### src/logic/carrierLoopPkg.sv
// Shared loop types and constants; the lag limit must stay below 2^31 and the table holds one quarter wave
package carrierLoopPkg;

  // -------------------
  // Widths
  localparam int errWidth    = 8;
  localparam int accWidth    = 40;
  localparam int freqWidth   = 32;
  localparam int sampleWidth = 18;
  localparam int tableBits   = 6;
  localparam int mixLatency  = 4;

  // Register map, byte addresses
  typedef enum logic [11:0] {
    ctrlReg     = 12'h000,
    gainReg     = 12'h004,
    limitReg    = 12'h008,
    lockReg     = 12'h00C,
    lagReadReg  = 12'h010,
    freqReadReg = 12'h014,
    statusReg   = 12'h018
  } regAddr_e;

  typedef struct packed {
    regAddr_e    addr;
    logic [31:0] data;
    logic [3:0]  byteWe;
  } regBus_t;

  typedef struct packed {
    logic        invertError;
    logic        zeroError;
    logic [4:0]  leadExp;
    logic [4:0]  lagExp;
    logic [31:0] limit;
    logic [15:0] lockCount;
    logic [7:0]  syncThreshold;
  } loopConfig_t;

  typedef enum logic {
    searching,
    locked
  } lockState_e;

  typedef struct packed {
    logic signed [sampleWidth-1:0] i;
    logic signed [sampleWidth-1:0] q;
  } iqSample_t;

  // -------------------
  // Quarter-wave sine, 131071 * sin(2*pi*k/256)
  localparam logic [sampleWidth-2:0] tablePeak = 131071;
  localparam logic [sampleWidth-2:0] sineTable [2**tableBits] = '{
    0, 3217, 6431, 9642, 12847, 16044, 19232, 22408,
    25571, 28718, 31848, 34958, 38048, 41115, 44156, 47172,
    50159, 53115, 56040, 58931, 61786, 64605, 67384, 70123,
    72819, 75472, 78079, 80639, 83151, 85612, 88022, 90379,
    92681, 94928, 97117, 99248, 101319, 103329, 105277, 107162,
    108982, 110736, 112423, 114043, 115594, 117076, 118487, 119826,
    121094, 122288, 123409, 124456, 125427, 126323, 127143, 127886,
    128553, 129141, 129652, 130085, 130440, 130716, 130913, 131032
  };

endpackage

### src/logic/loopFilter.sv
// Lead/lag filter; gains are powers of two, limit is a positive magnitude on the upper 32 bits
`timescale 1ns/1ps

module loopFilter import carrierLoopPkg::*; (
  input  logic                 clk,
  input  logic                 reset,
  input  logic                 symEn,
  input  logic [errWidth-1:0]  phaseError,
  input  loopConfig_t          cfg,
  input  logic                 clearAccum,
  output logic [freqWidth-1:0] lagAccum,
  output logic [freqWidth-1:0] freqWord
);

  logic [errWidth-1:0]        adjError;
  logic signed [errWidth-1:0] loopError;
  logic signed [accWidth-1:0] lagAcc;
  logic signed [accWidth-1:0] filterSum;
  logic signed [accWidth-1:0] lagNext;
  logic signed [accWidth:0]   lagScaled;
  logic signed [accWidth:0]   leadScaled;
  logic signed [accWidth:0]   lagSum;
  logic signed [accWidth:0]   posLimit;
  logic signed [accWidth:0]   negLimit;

  // --------------------
  // Error adjust
  always_comb begin
    if (cfg.zeroError) begin
      adjError = '0;
    end else if (cfg.invertError) begin
      adjError = ~phaseError + 1'b1;
    end else begin
      adjError = phaseError;
    end
  end

  // Power-of-two gains on the sign-extended error
  assign lagScaled  = (accWidth+1)'(loopError) <<< cfg.lagExp;
  assign leadScaled = (accWidth+1)'(loopError) <<< cfg.leadExp;

  // Limit sits on the upper 32 bits of the accumulator
  assign posLimit = {1'b0, cfg.limit, {(accWidth-freqWidth){1'b0}}};
  assign negLimit = -posLimit;
  assign lagSum   = (accWidth+1)'(lagAcc) + lagScaled;

  always_comb begin
    if (lagSum > posLimit) begin
      lagNext = posLimit[accWidth-1:0];
    end else if (lagSum < negLimit) begin
      lagNext = negLimit[accWidth-1:0];
    end else begin
      lagNext = lagSum[accWidth-1:0];
    end
  end

  // --------------------
  // Strobed updates; both paths see the previous loopError
  always_ff @(posedge clk) begin
    if (reset) begin
      loopError <= '0;
      lagAcc    <= '0;
      filterSum <= '0;
    end else begin
      if (symEn) begin
        loopError <= adjError;
        filterSum <= lagAcc + leadScaled[accWidth-1:0];
      end
      if (clearAccum) begin
        lagAcc <= '0;
      end else if (symEn) begin
        lagAcc <= lagNext;
      end
    end
  end

  assign lagAccum = lagAcc[accWidth-1 -: freqWidth];
  assign freqWord = filterSum[accWidth-1 -: freqWidth];

endmodule

### config.mk
export PLATFORM = sky130hd
export DESIGN_NAME = loopFilter
export DESIGN_NICKNAME = d
export VERILOG_FILES = /design/src/logic/carrierLoopPkg.sv /design/src/logic/loopFilter.sv
export SDC_FILE = /design/constraint.sdc
export NUM_CORES = 1
export LEC_CHECK = 0
export ABC_AREA = 1
export BUFFER_PORTS_ARGS = -buffer_cell sky130_fd_sc_hd__buf_2
export CORE_MARGIN = 2
export CORE_UTILIZATION = 44
export DETAILED_ROUTE_END_ITERATION = 12
export GPL_TIMING_DRIVEN = 0
export PLACE_DENSITY = 0.74
export SETUP_SLACK_MARGIN = 0.15
export SYNTH_ARGS = -nofsm -noshare
export SYNTH_HDL_FRONTEND = slang
export SYNTH_SLANG_ARGS = --single-unit
### constraint.sdc
create_clock -name clk -period 6.7 [get_ports clk]
set_input_delay 0.67 -clock clk [delete_from_list [all_inputs] [get_ports clk]]
set_output_delay 0.67 -clock clk [all_outputs]
set_load 0.02 [all_outputs]
# Yosys cells after proc, flatten, opt, wreduce, memory -nomap -nowiden
# Index checks and enable logic that the tools add are counted.
# word_totals
in_bits,80
elab_cells,17
register_bits,88
out_inout_bits,64
# classes
mux,4
bitwise_logic,1
shift,2
order_cmp,2
reduce_logical,1
n_addsub,4
# op_table
op,count
two-way mux 40 bit,2
adder 40 x 41 -> 41 bit,1
greater-than comparator 41 bit,1
less-than comparator 41 bit,1
negator 40 -> 41 bit,1
<<< shifter 8 x 5 -> 41 bit,1
adder 40 bit,1
<<< shifter 8 x 5 -> 40 bit,1
two-way mux 8 bit,2
adder 8 x 1 -> 8 bit (second input constant),1
NOT 8 bit,1
OR reduction 2 bit,1

# Longest topological paths before layout
# Gate-level depths: netlist of run 1.
# depth
depth_word,5
mapped_depth,45
depth_no_buf,44

# Worst setup path after synthesis of run 1
# No wires, ideal clock.
# synth_timing
kind,input -> register
startpoint,input cfg[57] (netlist bit)
endpoint,register lagAcc[15]
setup_slack_ps,1604
cell_stages,34
arrival_ps,4979
path_buffers,3
required_time_ps,6583
setup_ps,117
path_cell_list,clkbuf_1 inv_1 clkbuf_1 nand2_1 o21ai_0 inv_1 nand2_1 o21ai_0 a21oi_1 nor2_1 ha_1 nand2_1 nor2_1 inv_1 nor4_1 nor2_1 o21ai_0 nand3_1 nand2_1 xor2_1 ha_1 nand2_1 nor3_1 and3_1 o2111ai_1 nand4_1 nand2_1 inv_1 clkbuf_1 nand2_1 o21ai_0 nor2_2 nor2_1 nor2_1
# synth_between
elab_chain_len,5
word_cells_on_any_way,6
cone_classes,add/sub (1); order compare (2); shift (1); mux (2)
# synth_lines
item,line_no,text
from (decl),loopFilter.sv:9,"input loopConfig_t cfg,"
<<< shifter 8 x 5 -> 41 bit *,loopFilter.sv:39,assign lagScaled = (accWidth+1)'(loopError) <<< cfg.lagExp;
adder 40 x 41 -> 41 bit *,loopFilter.sv:45,assign lagSum = (accWidth+1)'(lagAcc) + lagScaled;
less-than comparator 41 bit,loopFilter.sv:50,end else if (lagSum < negLimit) begin
two-way mux 40 bit,loopFilter.sv:50,
two-way mux 40 bit *,loopFilter.sv:48,if (lagSum > posLimit) begin
to (signal assigned),loopFilter.sv:72,lagAcc <= lagNext;
to (decl),loopFilter.sv:17,logic signed [accWidth-1:0] lagAcc;
# Every way passes the cells marked *; elsewhere a longest branch is shown, timed or not.
# A chain may end at the register's enable or synchronous reset.

# Worst setup path in the final report of run 1
# layout_timing
startpoint,input cfg[56] (netlist bit)
endpoint,register lagAcc[13]
# Same word-level chain as after synthesis.

==> results_tabular.tex, run 1 <==
\begin{tabular}{lr}
\hline
Metric & Value \\
\hline
\multicolumn{2}{l}{\textbf{Synth}} \\
Cell count after synthesis & 2111 \\
Simple-Gate Fraction of Synth Area & 31.3\% \\
Distinct cell type count of the synthesized netlist & 52 \\
Share of the synthesized area in the top cell type & 14.5\% \\
Yosys warning total & 0 \\
Main synth FF type & sky130\_fd\_sc\_hd\_\_dfxtp\_1 \\
Most frequent cell after synthesis & sky130\_fd\_sc\_hd\_\_nand2\_1 \\
Seq/Total Area, Yosys & 13.0\% \\
Cell taking the most area after synthesis & sky130\_fd\_sc\_hd\_\_ha\_1 \\
Dominant combinational cell family by area after synthesis & simple AND/OR/NAND/NOR gates \\
Proportion of synthesized flip-flops having asynchronous set or reset & 0\% \\
Cell area after synthesis & 12300 um2 \\
Share of synthesized cell area in full adder, half adder and majority cells & 14.7\% \\
Syn nets & 2335 \\
Top cells by count, synth & sky130\_fd\_sc\_hd\_\_nand2\_1 (422), sky130\_fd\_sc\_hd\_\_nor2\_1 (316), sky130\_fd\_sc\_hd\_\_inv\_1 (269) \\
Compound-gate portion of the synthesized area & 22.0\% \\
Leading cell types by total area after synthesis & sky130\_fd\_sc\_hd\_\_ha\_1 (14\%), sky130\_fd\_sc\_hd\_\_dfxtp\_1 (13\%), sky130\_fd\_sc\_hd\_\_nand2\_1 (13\%) \\
Multiplexer area fraction after synthesis & 0.729\% \\
Xor and xnor fraction of the mapped netlist area & 5.89\% \\
Mean area per synthesized cell & 5.85 um2 \\
Post-synth EDFFs & 0 \\
\#FFs+latches synth & 80 \\
\multicolumn{2}{l}{\textbf{Floorplan}} \\
Core box area & 27700 um2 \\
Floorplan die height & 172 um \\
Die span in x & 172 um \\
Initial Util & 44.6\% \\
I/O Pins & 144 \\
Die Footprint & 29400 um2 \\
Row count & 61 \\
\multicolumn{2}{l}{\textbf{Worst setup path}} \\
Worst path slowest cell & sky130\_fd\_sc\_hd\_\_ha\_2 \\
Arrival time worst endpoint & 6.47 ns \\
Kind of capture point of the worst setup path & flop \\
Biggest fanout along the worst timing path & 10 \\
Nature of the critical path startpoint & primary input \\
Worst reg2reg setup slack & 0.52 ns \\
End of the worst register-to-register path & lagAcc[13] \\
Register-to-Register Path Depth & 30 \\
Startpoint of the worst register-to-register path & loopError[7] \\
Type of the setup path with the least slack & in -> reg \\
Buffers and inverters on the worst path & 6 \\
Worst path max stage delay & 0.43 ns \\
Required arrival time at the worst endpoint & 6.96 ns \\
Top delay family on crit path & compound AO/OA/AOI/OAI gates \\
\multicolumn{2}{l}{\textbf{Detailed routing}} \\
DRC errors left & 0 \\
Via count & 14600 \\
Post-DRT Antenna Nets & 0 \\
Detailed Route Iter0 Violations & 1492 \\
Final wirelength & 50400 um \\
Initial DRT Pass Iterations & 8 \\
Per-cell routed wire length & 19.2 um \\
Via-to-Cell Ratio & 5.59 \\
\multicolumn{2}{l}{\textbf{Global routing}} \\
Tot GR Track Use & 34.0\% \\
Met1 Usage GRT & 44.3\% \\
Peak-usage layer in the global routing report & met2 \\
Maximum number of pins on one net before global-route repair & 14 \\
First-pass GRT wire length & 75400 um \\
Number of antenna violations at the first check in global routing & 0 \\
Global routing usage on met2 & 55.1\% \\
Final global-route overflow total & 0 \\
GR met3 Demand/Resource & 3.66\% \\
Number of global-route vias before repair & 13300 \\
\multicolumn{2}{l}{\textbf{Power and ir drop}} \\
Relative contribution of combinational cells to total power & 44.8\% \\
Power density over the cells & 143 nW/um2 \\
VDD IR-drop max & 87.8 uV \\
Fraction of power consumed by sequential logic & 27.6\% \\
Switching power & 860 uW \\
Leak & 7.30 nW \\
Switching Share & 43.4\% \\
Clock share of power & 27.6\% \\
Final total power & 1.98 mW \\
Internal power contribution & 1.12 mW \\
\multicolumn{2}{l}{\textbf{Placed design}} \\
Post-detailed-placement half-perimeter wirelength & 42700 um \\
Last weighted congestion value of the routability-driven placer & 1.05 \\
Minimum setup slack after placement & -0.536 ns \\
Port-buffer cells & 113 \\
Placed cell areas & 13400 um2 \\
\multicolumn{2}{l}{\textbf{Timing}} \\
Max frequency & 0.161 GHz \\
Final Setup Violations & 0 \\
Headroom to the max-slew limit & 43.7\% \\
Worst Slack Setup Final & 0.491 ns \\
Final Hold Violating Endpoints & 0 \\
Final hold slack & 0.473 ns \\
Count of final max-slew check failures & 0 \\
Fin crit period & 6.21 ns \\
Worst Max-Slew Pin Slew & 0.844 ns \\
Final worst path period share & 92.7\% \\
Setup repair after global routing missed its margin & no \\
Fin Clk Skew & 0.0168 ns \\
\multicolumn{2}{l}{\textbf{Hold path}} \\
Cells on Worst Hold Path & 2 \\
Hold endpoint & loopError[5] \\
Worst min path class & reg -> reg \\
Start point of the worst hold path & loopError[5] \\
\multicolumn{2}{l}{\textbf{Final layout}} \\
Layout cell share with drive strength beyond 1 & 10.4\% \\
Diodes inserted & 0 \\
Post-route standard cell area excluding fillers & 13800 um2 \\
Fill count & 2974 \\
Final Util & 49.9\% \\
Fin nets & 2459 \\
Layout-stage area growth over the synthesis result & 11.9\% \\
\multicolumn{2}{l}{\textbf{Flow run}} \\
Max-cap check violation count & 0 \\
\multicolumn{2}{l}{\textbf{Clocking}} \\
Insertion delay of the later-clocked pin in the worst-skew pair & 0.37 ns \\
Clk Tree Root Cell & sky130\_fd\_sc\_hd\_\_clkbuf\_16 \\
\# resized after CTS & 7 \\
Clock H-tree levels & 3 \\
Number of buffers inserted to repair setup after CTS & 0 \\
Longest Clk Path Bufs & 2 \\
Number of CTS-inserted buffers & 9 \\
Cts-stage hold buffer count & 0 \\
CTS tree & done \\
Sinks on Clock Net & 80 \\
Clock transition time at the flip-flop clock pins of the worst setup and hold paths & 0.07 ns \\
\multicolumn{2}{l}{\textbf{Status}} \\
Status & finished clean \\
\hline
\end{tabular}
-- tightest hold or removal path: cells and delay by family (launching register included) --
family          cells  cell delay, ns
simple gates        1            0.06
flops               1            0.31
compound gates      1            0.06
-- per-stage QoR --
step                      setup TNS, ns  instances
after floorplan                       0       2111
after global placement           -10.96       2602
after detailed placement         -11.73       2602
after CTS                             0       2618
after global routing                  0       2618
final                                 0       2618
-- kinds of logic (layout without fill, tap and decap cells) --
logic type	count (synthesis)	in the layout
compound gates	500	500
buf+inv	367	496
fa+ha+maj	144	144
simple gates	928	928
flops	80	80
mux	9	9
xor+xnor	83	83
-- flip-flops by register name, summed over array words and instances (netlist names) --
signal and flops:
loopError 8, filterSum 32, lagAcc 40
-- per-layer routing --
layer	up-vias	part of all wire [%]
met5	-	0
met4	0	5.4
met3	117	7.5
met2	656	44
met1	6651	43
li1	7215	-
-- cells in the final DEF, fill, tap and decap left out, types with 11 or more instances in the layout --
| cell type | instances |
|---|---|
| sky130_fd_sc_hd__xnor2_1 | 14 |
| sky130_fd_sc_hd__ha_1 | 140 |
| sky130_fd_sc_hd__a21o_1 | 13 |
| sky130_fd_sc_hd__nor4_1 | 11 |
| sky130_fd_sc_hd__inv_1 | 269 |
| sky130_fd_sc_hd__buf_4 | 33 |
| sky130_fd_sc_hd__nand3_1 | 86 |
| sky130_fd_sc_hd__nor3_1 | 27 |
| sky130_fd_sc_hd__o21ai_1 | 23 |
| sky130_fd_sc_hd__dfxtp_1 | 79 |
| sky130_fd_sc_hd__a31oi_1 | 30 |
| sky130_fd_sc_hd__clkbuf_1 | 43 |
| sky130_fd_sc_hd__nand2_1 | 422 |
| sky130_fd_sc_hd__xor2_1 | 64 |
| sky130_fd_sc_hd__nor2_1 | 312 |
| sky130_fd_sc_hd__buf_2 | 115 |
| sky130_fd_sc_hd__nand4_1 | 26 |
| sky130_fd_sc_hd__a21oi_1 | 163 |
| sky130_fd_sc_hd__o21ai_0 | 215 |
-- cell type report --
cell class	count	area, um2	share of cell area (%)
Sequential cell	80	1600	11.6
Multi-Input combinational cell	1664	9320	67.4
Inverter	274	1030	7.47
Clock buffer	11	233	1.68
Clock inverter	5	81.3	0.588
Buffer	93	520	3.77
Tap cell	378	473	3.42
Timing Repair Buffer	113	566	4.09
-- power groups by stage --
stage	clock network, mW	logic [mW]	registers [mW]
3_3_place_gp	0	0.844	0.554
5_1_grt	0.566	0.976	0.547
3_5_place_dp	0	0.853	0.554
6_report	0.546	0.887	0.546
2_1_floorplan	0	0.565	0.550
4_1_cts	0.549	0.859	0.544
-- worst max path at each step --
stage | cells after the start | start | slack, ns | to
finish | 31 | cfg[56] | 0.49 | lagAcc[13]
global route | 39 | cfg[56] | 0.15 | lagAcc[8]
CTS | 34 | cfg[56] | 0.15 | lagAcc[23]
detailed placement | 34 | cfg[56] | -0.54 | lagAcc[23]
global placement | 34 | cfg[56] | -0.49 | lagAcc[23]
floorplan | 34 | cfg[57] | 1.60 | lagAcc[15]
(Power assumes the default switching activity.)
==> run 2: changes to the inputs <==
CORE_MARGIN = not set   (was 2)
CORE_UTILIZATION = 40   (was 44)
PLACE_DENSITY = 0.69   (was 0.74)
==> run 2 against run 1 <==
Effect of this change: flip-flop and latch count unchanged; sequential power about the same; cell count increased by 0.46%; largest cell class unchanged; non-clock buffer count unchanged; clock power decreased by 3%; utilization decreased by 3.8 points.
==> results_tabular.tex, run 2 (synthesis results as in run 1) <==
\begin{tabular}{lr}
\hline
Metric & Value \\
\hline
\multicolumn{2}{l}{\textbf{Final layout}} \\
Registers with the most flip-flops & lagAcc x40, filterSum x32, loopError x8 \\
Diodes inserted & 0 (unchanged) \\
Post-route standard cell area excluding fillers & 13800 um2 (+0.17\%) \\
Number of standard cells in the layout, taps in and fillers out & 2630 (+0.46\%) \\
Number of flip-flops in the largest register & 40 (unchanged) \\
Fin nets & 2459 (unchanged) \\
Commonest cells after routing, fill and taps aside & sky130\_fd\_sc\_hd\_\_nand2\_1 (422), sky130\_fd\_sc\_hd\_\_nor2\_1 (312), sky130\_fd\_sc\_hd\_\_inv\_1 (269) \\
Largest register by flop count & lagAcc \\
Layout cell share with drive strength beyond 1 & 10.5\% (+0.13 points) \\
Fill count & 3301 (+11\%) \\
Layout-stage area growth over the synthesis result & 12.1\% \\
Most common library cell in the layout ignoring fill and taps & sky130\_fd\_sc\_hd\_\_nand2\_1 \\
\multicolumn{2}{l}{\textbf{Timing}} \\
Final Setup Violations & 0 (unchanged) \\
Final worst path period share & 92.8\% (about the same) \\
Final Hold Violating Endpoints & 0 (unchanged) \\
Headroom to the max-slew limit & 40.6\% (-3.2 points) \\
Fin Clk Skew & 0.0143 ns (-0.00257 ns) \\
Worst Slack Setup Final & 0.485 ns (-0.00601 ns) \\
Total negative slack for setup checks & 0 ns (unchanged) \\
Worst Max-Slew Pin Slew & 0.883 ns (+0.0393 ns) \\
Max frequency & 0.161 GHz (about the same) \\
Setup repair after global routing missed its margin & yes \\
Count of final max-slew check failures & 0 (unchanged) \\
Fin crit period & 6.21 ns (+0.00601 ns) \\
\multicolumn{2}{l}{\textbf{Clocking}} \\
Clock H-tree levels & 3 (unchanged) \\
Number of CTS-inserted buffers & 9 (unchanged) \\
Number of buffers inserted to repair setup after CTS & 0 (unchanged) \\
CTS tree & done \\
Cts-stage hold buffer count & 0 (unchanged) \\
Clk Tree Root Cell & sky130\_fd\_sc\_hd\_\_clkbuf\_16 \\
Insertion delay of the later-clocked pin in the worst-skew pair & 0.36 ns (about the same) \\
Sinks on Clock Net & 80 (unchanged) \\
Longest Clk Path Bufs & 2 (unchanged) \\
Clock transition time at the flip-flop clock pins of the worst setup and hold paths & 0.07 ns (about the same) \\
\multicolumn{2}{l}{\textbf{Global routing}} \\
Maximum number of pins on one net before global-route repair & 17 (+3) \\
First-pass GRT wire length & 75600 um (+0.34\%) \\
Number of global-route vias before repair & 13000 (-2.7\%) \\
Tot GR Track Use & 32.1\% (-1.8 points) \\
Number of antenna violations at the first check in global routing & 0 (unchanged) \\
Final global-route overflow total & 0 (unchanged) \\
\multicolumn{2}{l}{\textbf{Hold path}} \\
Cells on Worst Hold Path & 2 (unchanged) \\
Hold endpoint & loopError[5] \\
Start point of the worst hold path & loopError[5] \\
Worst min path class & reg -> reg \\
\multicolumn{2}{l}{\textbf{Worst setup path}} \\
Buffers and inverters on the worst path & 5 (-1) \\
Startpoint of the worst register-to-register path & loopError[7] \\
Worst reg2reg setup slack & 0.50 ns (-0.02 ns) \\
End of the worst register-to-register path & lagAcc[22] \\
Arrival time worst endpoint & 6.46 ns (about the same) \\
Required arrival time at the worst endpoint & 6.94 ns (-0.02 ns) \\
Register-to-Register Path Depth & 35 (+17\%) \\
Worst path max stage delay & 0.36 ns (-0.07 ns) \\
Top delay family on crit path & simple AND/OR/NAND/NOR gates \\
Worst path slowest cell & sky130\_fd\_sc\_hd\_\_o21ai\_0 \\
Kind of capture point of the worst setup path & flop \\
Type of the setup path with the least slack & in -> reg \\
Biggest fanout along the worst timing path & 10 (unchanged) \\
Nature of the critical path startpoint & primary input \\
\multicolumn{2}{l}{\textbf{Floorplan}} \\
Initial Util & 41.1\% (-3.5 points) \\
Die Footprint & 31600 um2 (+7.3\%) \\
Die span in x & 178 um (+3.6\%) \\
I/O Pins & 144 (unchanged) \\
Core box area & 30000 um2 (+8.4\%) \\
Row count & 63 (+3.3\%) \\
Floorplan die height & 178 um (+3.6\%) \\
\multicolumn{2}{l}{\textbf{Power and ir drop}} \\
Internal power contribution & 1.09 mW (-2.8\%) \\
Switching power & 878 uW (+2.2\%) \\
Fraction of power consumed by sequential logic & 27.7\% (about the same) \\
Relative contribution of combinational cells to total power & 45.5\% (+0.7 points) \\
Power density over the cells & 142 nW/um2 (-0.81\%) \\
VDD IR-drop max & 117 uV (+33\%) \\
Leak & 7.29 nW (-0.15\%) \\
Clock share of power & 26.8\% (-0.8 points) \\
Switching Share & 44.6\% (+1.2 points) \\
\multicolumn{2}{l}{\textbf{Detailed routing}} \\
Via-to-Cell Ratio & 5.51 (-1.4\%) \\
Final wirelength & 51000 um (+1.2\%) \\
Via count & 14500 (-0.94\%) \\
Detailed Route Iter0 Violations & 1219 (-18\%) \\
Initial DRT Pass Iterations & 6 (-2) \\
DRC errors left & 0 (unchanged) \\
Per-cell routed wire length & 19.4 um (+0.74\%) \\
Post-DRT Antenna Nets & 0 (unchanged) \\
\multicolumn{2}{l}{\textbf{Status}} \\
Status & finished clean \\
\multicolumn{2}{l}{\textbf{Placed design}} \\
Last weighted congestion value of the routability-driven placer & 1.01 (-3.7\%) \\
Post-detailed-placement half-perimeter wirelength & 43800 um (+2.7\%) \\
Minimum setup slack after placement & -0.440 ns (+0.0952 ns) \\
Port-buffer cells & 113 (unchanged) \\
Placed cell count & 2614 (+0.46\%) \\
Placed cell areas & 13400 um2 (+0.11\%) \\
\multicolumn{2}{l}{\textbf{Flow run}} \\
Max-cap check violation count & 0 (unchanged) \\
\hline
\end{tabular}
==> run 2: final cells by class <==
cell class	instances	area, um2	share of cell area, %
inverters	274	1030	7.45
well taps	390	488	3.52
plain buffers	93	520	3.76
repair buffers	113	566	4.08
clock inverters	7	85.1	0.614
flip-flops and latches	80	1600	11.6
multi-input cells	1664	9330	67.4
clock buffers	9	225	1.63
==> run 2: worst min-delay path, stage by stage (launching register included) <==
cell                      delay, ns
sky130_fd_sc_hd__dfxtp_1       0.31
sky130_fd_sc_hd__nand2_1       0.06
sky130_fd_sc_hd__a21oi_1       0.06
==> run 2: how the worst max path moves through the flow <==
stage                 start         end  depth (start not counted)
global route        cfg[56]  lagAcc[23]                         34
finish              cfg[56]  lagAcc[32]                         31
floorplan           cfg[57]  lagAcc[15]                         34
detailed placement  cfg[56]  lagAcc[17]                         34
global placement    cfg[56]  lagAcc[23]                         34
CTS                 cfg[56]  lagAcc[23]                         34
==> run 2: through the flow <==
| step | power (mW) | utilization, % | hold WS, ns |
|---|---|---|---|
| floorplan | 1.12 | - | 0.445 |
| global placement | 1.40 | 44.6 | 0.461 |
| detailed placement | 1.41 | 44.6 | 0.466 |
| CTS | 1.94 | 45.7 | 0.475 |
| global route | 2.09 | 46.1 | 0.505 |
| finish | 1.97 | 46.1 | 0.473 |
==> run 2: per-layer routing <==
metal / vias to the layer above / wire, um / track usage (%)
li1: 7208 / - / -
met3: 90 / 3210 / 3.47
met5: - / 0 / 0
met4: 0 / 2480 / 15.6
met2: 537 / 23100 / 52.7
met1: 6666 / 22200 / 41.7
==> run 2: power groups by stage <==
stage | Combinational (mW) | Sequential (mW) | Clock, mW
global placement | 0.849 | 0.554 | 0
global route | 0.980 | 0.547 | 0.558
finish | 0.894 | 0.545 | 0.528
detailed placement | 0.858 | 0.555 | 0
floorplan | 0.565 | 0.550 | 0
CTS | 0.863 | 0.544 | 0.535
==> run 2: repair_timing <==
item / in CTS / in global routing
pin swaps: 0 / 0
resized for setup: 5 / 48
setup endpoints to repair: 21 / 40
